[config.mk]
export PLATFORM = sky130hd
export DESIGN_NAME = box_thresh_top
export DESIGN_NICKNAME = d
export VERILOG_FILES = /design/src/design/filt_pkg.sv /design/src/design/img_pkg.sv /design/src/design/window_if.sv /design/src/design/pixel_column_if.sv /design/src/design/box_thresh_top.sv /design/src/design/threshold_out.sv /design/src/design/window_sum.sv /design/src/design/line_buffer.sv
export SDC_FILE = /design/constraint.sdc
export NUM_CORES = 1
export LEC_CHECK = 0
export BUFFER_PORTS_ARGS = -buffer_cell sky130_fd_sc_hd__clkbuf_2
export CAP_MARGIN = 10
export CORE_MARGIN = 2
export CORE_UTILIZATION = 50
export DETAILED_ROUTE_END_ITERATION = 12
export PLACE_DENSITY_LB_ADDON = 0.12
export SYNTH_ARGS = -nofsm -noshare
export SYNTH_HDL_FRONTEND = slang
export SYNTH_SLANG_ARGS = --single-unit
[constraint.sdc]
create_clock -name clk -period 12.27 [get_ports clk]
set_input_delay 1.8405 -clock clk [delete_from_list [all_inputs] [get_ports clk]]
set_output_delay 1.8405 -clock clk [all_outputs]
set_load 0.05 [all_outputs]
[src/design/filt_pkg.sv]
`default_nettype none

package filt_pkg;

    // window geometry.
    localparam int WIN_RADIUS = 2;
    localparam int WIN_SIZE   = 2 * WIN_RADIUS + 1;
    localparam int WIN_AREA   = WIN_SIZE * WIN_SIZE;

    // sum of five pixels, then of twenty-five.
    typedef logic [10:0] col_sum_t;
    typedef logic [12:0] win_sum_t;

    typedef enum logic {
        FILL,
        STREAM
    } lb_state_t;

endpackage

`default_nettype wire

[src/design/img_pkg.sv]
`default_nettype none

package img_pkg;

    // frame geometry of this build.
    localparam int IMG_COLS = 16;
    localparam int IMG_ROWS = 8;

    // address width of one row memory.
    localparam int COL_ADDR_W = $clog2(IMG_COLS);

    // 8-bit greyscale sample.
    typedef logic [7:0] pixel_t;

    // row or column index, wide enough for both dimensions.
    typedef logic [4:0] coord_t;

endpackage

`default_nettype wire
[src/design/window_if.sv]
`timescale 1ns/1ns
`default_nettype none

interface window_if;

    logic               valid;
    filt_pkg::win_sum_t sum;
    img_pkg::pixel_t    center;
    // coordinates of the newest pixel in the window.
    img_pkg::coord_t    row;
    img_pkg::coord_t    col;

    modport source (output valid, output sum, output center, output row, output col);
    modport sink   (input valid, input sum, input center, input row, input col);

endinterface

`default_nettype wire

[src/design/pixel_column_if.sv]
`timescale 1ns/1ns
`default_nettype none

interface pixel_column_if;

    logic            valid;
    // index 0 is the oldest row, index 4 the incoming pixel.
    img_pkg::pixel_t pix [5];
    // position of the newest pixel.
    img_pkg::coord_t row;
    img_pkg::coord_t col;

    modport source (output valid, output pix, output row, output col);
    modport sink   (input valid, input pix, input row, input col);

endinterface

`default_nettype wire

[src/design/box_thresh_top.sv]
`timescale 1ns/1ns
`default_nettype none

module box_thresh_top (
    input  wire                  clk,
    input  wire                  rst,
    // pixel stream in raster order.
    input  wire                  i_pix_valid,
    input  wire                  i_sof,
    input  wire img_pkg::pixel_t i_pixel,
    // one result per interior pixel.
    output logic                 o_valid,
    output filt_pkg::win_sum_t   o_sum,
    output img_pkg::pixel_t      o_center,
    output img_pkg::coord_t      o_row,
    output img_pkg::coord_t      o_col,
    output logic                 o_bin
);

    // ##################################################
    // internal buses
    // ##################################################

    pixel_column_if col_bus ();
    window_if       win_bus ();

    // ##################################################
    // pipeline
    // ##################################################

    // four row memories, one column per pixel.
    line_buffer u_line_buffer (
        .clk         (clk),
        .rst         (rst),
        .i_pix_valid (i_pix_valid),
        .i_sof       (i_sof),
        .i_pixel     (i_pixel),
        .col_o       (col_bus.source)
    );

    // column sums and running 5x5 sum.
    window_sum u_window_sum (
        .clk   (clk),
        .rst   (rst),
        .col_i (col_bus.sink),
        .win_o (win_bus.source)
    );

    // binary decision.
    threshold_out u_threshold_out (
        .clk      (clk),
        .rst      (rst),
        .win_i    (win_bus.sink),
        .o_valid  (o_valid),
        .o_sum    (o_sum),
        .o_center (o_center),
        .o_row    (o_row),
        .o_col    (o_col),
        .o_bin    (o_bin)
    );

endmodule

`default_nettype wire

[src/design/threshold_out.sv]
`timescale 1ns/1ns
`default_nettype none

module threshold_out (
    input  wire                 clk,
    input  wire                 rst,
    window_if.sink              win_i,
    output logic                o_valid,
    output filt_pkg::win_sum_t  o_sum,
    output img_pkg::pixel_t     o_center,
    output img_pkg::coord_t     o_row,
    output img_pkg::coord_t     o_col,
    output logic                o_bin
);

    // centre scaled to the window area, so no division is needed.
    filt_pkg::win_sum_t center_scaled;

    assign center_scaled = filt_pkg::win_sum_t'(win_i.center)
                         * filt_pkg::win_sum_t'(filt_pkg::WIN_AREA);

    // ##################################################
    // output registers
    // ##################################################

    always_ff @(posedge clk) begin
        if (rst) begin
            o_valid <= 1'b0;
        end else begin
            o_valid <= win_i.valid;
        end
    end

    always_ff @(posedge clk) begin
        if (win_i.valid) begin
            o_sum    <= win_i.sum;
            o_center <= win_i.center;
            // move from the newest pixel back to the window centre.
            o_row    <= win_i.row - img_pkg::coord_t'(filt_pkg::WIN_RADIUS);
            o_col    <= win_i.col - img_pkg::coord_t'(filt_pkg::WIN_RADIUS);
            o_bin    <= (center_scaled > win_i.sum);
        end
    end

endmodule

`default_nettype wire

[src/design/window_sum.sv]
`timescale 1ns/1ns
`default_nettype none

module window_sum (
    input  wire           clk,
    input  wire           rst,
    pixel_column_if.sink  col_i,
    window_if.source      win_o
);

    // stage 1 registers.
    logic               s1_valid;
    filt_pkg::col_sum_t s1_pair_a;
    filt_pkg::col_sum_t s1_pair_b;
    img_pkg::pixel_t    s1_last;
    img_pkg::pixel_t    s1_mid;
    img_pkg::coord_t    s1_row;
    img_pkg::coord_t    s1_col;

    // stage 2 and running sum.
    filt_pkg::col_sum_t col_sum;
    filt_pkg::col_sum_t col_hist [filt_pkg::WIN_SIZE];
    img_pkg::pixel_t    mid_hist [filt_pkg::WIN_RADIUS+1];
    filt_pkg::win_sum_t acc;
    logic               first_col;
    logic               full_win;

    // ##################################################
    // column adder tree, pair stage
    // ##################################################

    always_ff @(posedge clk) begin
        if (rst) begin
            s1_valid <= 1'b0;
        end else begin
            s1_valid <= col_i.valid;
        end
    end

    always_ff @(posedge clk) begin
        if (col_i.valid) begin
            s1_pair_a <= filt_pkg::col_sum_t'(col_i.pix[0])
                       + filt_pkg::col_sum_t'(col_i.pix[1]);
            s1_pair_b <= filt_pkg::col_sum_t'(col_i.pix[2])
                       + filt_pkg::col_sum_t'(col_i.pix[3]);
            s1_last   <= col_i.pix[4];
            // the middle row is the centre row of the window.
            s1_mid    <= col_i.pix[filt_pkg::WIN_RADIUS];
            s1_row    <= col_i.row;
            s1_col    <= col_i.col;
        end
    end

    // ##################################################
    // final column sum and running row sum
    // ##################################################

    // all five pixels, folded into the accumulator register below.
    assign col_sum   = s1_pair_a + s1_pair_b + filt_pkg::col_sum_t'(s1_last);
    assign first_col = (s1_col == '0);
    assign full_win  = (s1_col >= img_pkg::coord_t'(filt_pkg::WIN_SIZE - 1));

    always_ff @(posedge clk) begin
        if (rst) begin
            win_o.valid <= 1'b0;
        end else begin
            win_o.valid <= s1_valid && full_win;
        end
    end

    always_ff @(posedge clk) begin
        if (s1_valid) begin
            col_hist[0] <= col_sum;
            for (int k = 1; k < filt_pkg::WIN_SIZE; k++) begin
                col_hist[k] <= first_col ? '0 : col_hist[k-1];
            end

            // add the newest column, drop the one five back.
            if (first_col) begin
                acc <= filt_pkg::win_sum_t'(col_sum);
            end else begin
                acc <= acc + filt_pkg::win_sum_t'(col_sum)
                     - filt_pkg::win_sum_t'(col_hist[filt_pkg::WIN_SIZE-1]);
            end
        end
    end

    // ##################################################
    // centre pixel and coordinates
    // ##################################################

    // centre sits two columns behind the newest column.
    always_ff @(posedge clk) begin
        if (s1_valid) begin
            mid_hist[0] <= s1_mid;
            for (int k = 1; k <= filt_pkg::WIN_RADIUS; k++) begin
                mid_hist[k] <= mid_hist[k-1];
            end
            win_o.row <= s1_row;
            win_o.col <= s1_col;
        end
    end

    assign win_o.sum    = acc;
    assign win_o.center = mid_hist[filt_pkg::WIN_RADIUS];

endmodule

`default_nettype wire

[src/design/line_buffer.sv]
`timescale 1ns/1ns
`default_nettype none

module line_buffer (
    input  wire                  clk,
    input  wire                  rst,
    input  wire                  i_pix_valid,
    input  wire                  i_sof,
    input  wire img_pkg::pixel_t i_pixel,
    pixel_column_if.source       col_o
);

    // row_mem[0] holds the oldest stored row.
    img_pkg::pixel_t row_mem [filt_pkg::WIN_SIZE-1][img_pkg::IMG_COLS];

    filt_pkg::lb_state_t state;

    img_pkg::coord_t col_cnt;
    img_pkg::coord_t row_cnt;
    img_pkg::coord_t cur_col;
    img_pkg::coord_t cur_row;
    img_pkg::coord_t next_row;

    logic [img_pkg::COL_ADDR_W-1:0] addr;
    logic                           last_col;
    logic                           last_row;
    logic                           emit;

    // ##################################################
    // raster position
    // ##################################################

    // a first pixel restarts the raster at the origin.
    assign cur_col  = i_sof ? '0 : col_cnt;
    assign cur_row  = i_sof ? '0 : row_cnt;
    assign next_row = cur_row + 1'b1;
    assign addr     = cur_col[img_pkg::COL_ADDR_W-1:0];
    assign last_col = (cur_col == img_pkg::coord_t'(img_pkg::IMG_COLS - 1));
    assign last_row = (cur_row == img_pkg::coord_t'(img_pkg::IMG_ROWS - 1));

    always_ff @(posedge clk) begin
        if (rst) begin
            col_cnt <= '0;
            row_cnt <= '0;
            state   <= filt_pkg::FILL;
        end else if (i_pix_valid) begin
            if (last_col) begin
                col_cnt <= '0;
                if (last_row) begin
                    row_cnt <= '0;
                    state   <= filt_pkg::FILL;
                end else begin
                    row_cnt <= next_row;
                    // four rows stored, the window can be formed.
                    if (next_row == img_pkg::coord_t'(filt_pkg::WIN_SIZE - 1)) begin
                        state <= filt_pkg::STREAM;
                    end
                end
            end else begin
                col_cnt <= cur_col + 1'b1;
                row_cnt <= cur_row;
                if (i_sof) begin
                    state <= filt_pkg::FILL;
                end
            end
        end
    end

    // ##################################################
    // row memories
    // ##################################################

    // each column slot shifts up one row per incoming pixel.
    always_ff @(posedge clk) begin
        if (i_pix_valid) begin
            for (int k = 0; k < filt_pkg::WIN_SIZE - 2; k++) begin
                row_mem[k][addr] <= row_mem[k+1][addr];
            end
            row_mem[filt_pkg::WIN_SIZE-2][addr] <= i_pixel;
        end
    end

    // ##################################################
    // column output
    // ##################################################

    assign emit = i_pix_valid && !i_sof && (state == filt_pkg::STREAM);

    always_ff @(posedge clk) begin
        if (rst) begin
            col_o.valid <= 1'b0;
        end else begin
            col_o.valid <= emit;
        end
    end

    always_ff @(posedge clk) begin
        if (i_pix_valid) begin
            for (int k = 0; k < filt_pkg::WIN_SIZE - 1; k++) begin
                col_o.pix[k] <= row_mem[k][addr];
            end
            col_o.pix[filt_pkg::WIN_SIZE-1] <= i_pixel;
            col_o.row <= cur_row;
            col_o.col <= cur_col;
        end
    end

endmodule

`default_nettype wire

==> impl_metrics.tcl <==
set metrics [dict create \
    rr_startpoint "u_window_sum.s1_last[1]" \
    final_nets 2136 \
    cts_resized 0 \
    muxShareOfSynthArea 0.07666 \
    drv_cap 0 \
    grt_max_degree 75 \
    rsz0062_at_grt "no" \
    synth_top_area_frac 0.7110 \
    syn_to_final_growth_pct 11.66 \
    max_clock_freq_mhz 191.9 \
    dr.first_iter.drc_count 1236 \
    slew_headroom 0.1373 \
    ys_seq_area_frac 0.7206 \
    synth_area_leaders "edfxtp_1, mux2i_1, ha_1, a21oi_1, fa_1" \
    grt_usage 0.2100 \
    via_per_inst 5.637 \
    worst_pin_slew_ns 1.294 \
    tns_ns 0 \
    grt_pass1_vias 16280 \
    synth_top_family_by_area "multiplexers" \
    first_pass_iters 5 \
    place_congestion 0.7695 \
    gr-total-overflow 0 \
    port_buffers 44 \
    min_from "u_window_sum.win_o.row[0]" \
    p_leak_nw 11.80 \
    min_period_over_period 0.4246 \
    vdd_drop_max_mv 0.1448 \
    rows 91 \
    fillerInstances 4901 \
    setup_viol 0 \
    grt_pass1_wl_um 99440 \
    syn-cell-area_sq_mm 0.03125 \
    wl_per_cell_um 22.75 \
    clk_latency_ns 0.62 \
    syn_avg_cell_area_sq_um 16.17 \
    clkSinkCount 755 \
    outcome "completed" \
    critPathLaunchType "input pin" \
    synth_compound_area_frac 0.06413 \
    io_pins 45 \
    cts_buffers 78 \
    rrSetupSlack_ns 7.74 \
    coreArea_sq_mm 0.06171 \
    ys.flop_type "edfxtp_1" \
    cts.hold.buffers_added 0 \
    dr_total_vias 16360 \
    drv_slew 0 \
    drtAntennaViolNets 0 \
    crit_required_ns 12.51 \
    n_antenna_cell 0 \
    whs_endpoint "u_threshold_out.o_row[0]" \
    die_h_um 254.0 \
    critPathArrivalTime_ns 5.45 \
    root_buffer "clkbuf_16" \
    r2r-end "u_window_sum.win_o.sum[12]" \
    antenna_found_initial 0 \
    ys_seq_elements 755 \
    cts_tree "yes" \
    busiest_layer "met2" \
    cts_buffer_depth 3 \
    whs_path_depth 0 \
    met3_usage 0.03564 \
    gr-usage-met1 0.2741 \
    ys_warn_count 0 \
    async_flop_share 0 \
    fin_crit_ns 5.210 \
    synth_edf_count 740 \
    critPathMaxFanout 72 \
    cts-htree-levels 3 \
    worstHoldPathType "reg2reg" \
    drc 0 \
    final_hold_viol_count 0 \
    die_w_um 254.0 \
    syn_inst 1933 \
    grtUsageMet2 0.3599 \
    synth-simple-area-share 0.05584 \
    dieArea_sq_mm 0.06453 \
    cts_setup_buffers 0 \
    hpwl_um 35650 \
    r2r_cells 13 \
    clock_skew_ns 0.02171 \
    syn_nets 2056 \
    layout-drive-gt1-share 0.1249 \
    start_util 0.5065 \
    ys_types 68 \
    synthAdderAreaFrac 0.05044 \
    critPathKind "in2reg" \
    clk_pin_slew_ns 0.06 \
    power_density_mw_per_mm2 153.5 \
    synth_xor_xnor_area_share 0.01009 \
    wl_um 66030 \
    holdWs_ns 0.4150 \
    endpoint_kind "flop" \
    yosysTopAreaCell "edfxtp_1" \
]
[worst max path at each step]
stage	startpoint	end
after detailed placement	i_sof	u_line_buffer.row_mem[2][25]
after CTS	i_sof	u_line_buffer.row_mem[2][113]
after global placement	i_sof	u_line_buffer.row_mem[3][4]
after floorplan	i_sof	u_line_buffer.row_mem[0][64]
final	i_sof	u_line_buffer.row_mem[1][5]
after global routing	i_sof	u_line_buffer.row_mem[2][0]
[sequential cells by signal, summed over array words and instances (netlist names), 9 cells and up]
signal	flops
u_line_buffer.row_mem	512
u_window_sum.col_hist	55
u_line_buffer.col_o.pix	40
u_window_sum.mid_hist	24
u_threshold_out.o_sum	13
u_window_sum.win_o.sum	13
u_window_sum.s1_pair_a	9
u_window_sum.s1_pair_b	9
[power by group]
group	switching, mW	total [mW]	internal (mW)
sequential	0.0191	2.90	2.88
clock	0.940	2.23	1.29
combinational	0.143	0.224	0.0812
[metal layers]
layer | wire (um) | vias up
met1 | 28040 | 8283
met3 | 3359 | 114
met2 | 32880 | 400
met5 | 0 | -
li1 | - | 7566
met4 | 1757 | 0
[synth_stat cells (3+ instances only)]
cell and number:
buf_1 7, a211oi_1 37, a21oi_1 122, edfxtp_1 740, buf_2 19, nand4_1 3, xnor2_1 23, inv_1 55
nor2_1 110, xor2_1 13, nand2_1 91, and2_1 45, o221ai_1 32, a21boi_0 3, buf_4 9, mux2i_1 161
o21a_1 7, buf_6 13, clkbuf_1 39, o31ai_1 3, nand3_1 7, nor2b_1 46, dfxtp_1 15, a21o_1 13
mux2_1 31, o21ai_0 26, fa_1 25, a32oi_1 32, o211ai_1 5, and3_1 6, ha_1 86, or3_1 4
nor3_1 17, nand2b_1 8, mux2_2 34
[layout make-up]
cell class	count	area, sq um	share of cell area
clock inverter	37	346.6	0.009931
clock buffer	96	2019	0.05786
timing repair buffer	87	543.0	0.01556
sequential	755	22530	0.6456
inverter	57	219.0	0.006274
tap	837	1047	0.03001
multi-input combinational	1034	8194	0.2348
[critical path: stages]
cell	delay, ns
clkbuf_2	0.29
nand2b_2	0.34
inv_6	0.62
buf_4	0.90
ha_1	0.35
nand2_1	0.22
nor2_4	0.19
buf_4	0.60
[cells in the final DEF, fill, tap and decap left out, types with 45 or more instances in the layout]
| cell type | synthesis | layout |
|---|---|---|
| and2_1 | 45 | 45 |
| edfxtp_1 | 740 | 740 |
| nor2b_1 | 46 | 46 |
| ha_1 | 86 | 86 |
| nand2_1 | 91 | 91 |
| nor2_1 | 110 | 100 |
| clkbuf_16 | 0 | 78 |
| inv_1 | 55 | 55 |
| a21oi_1 | 122 | 122 |
| mux2i_1 | 161 | 161 |
[logic make-up (layout without fill, tap and decap cells)]
family	count (synthesis)	in the layout
simple gates	355	355
xor+xnor	36	36
compound gates	303	303
fa+ha+maj	111	111
mux	229	229
flops	755	755
buf+inv	144	277
[per-stage QoR]
step | setup slack [ns] | total power [mW] | instance area [sq um] | instances | util
5_1_grt | 6.794 | 5.527 | 34900 | 2903 | 0.5655
4_1_cts | 6.998 | 5.409 | 34820 | 2896 | 0.5643
3_5_place_dp | 6.328 | 3.180 | 32460 | 2763 | 0.5259
2_1_floorplan | 6.797 | 3.104 | 31260 | 1933 | -
6_report | 7.060 | 5.358 | 34900 | 2903 | 0.5655
3_3_place_gp | 6.426 | 3.175 | 32460 | 2763 | 0.5259
(Power assumes the default switching activity.)
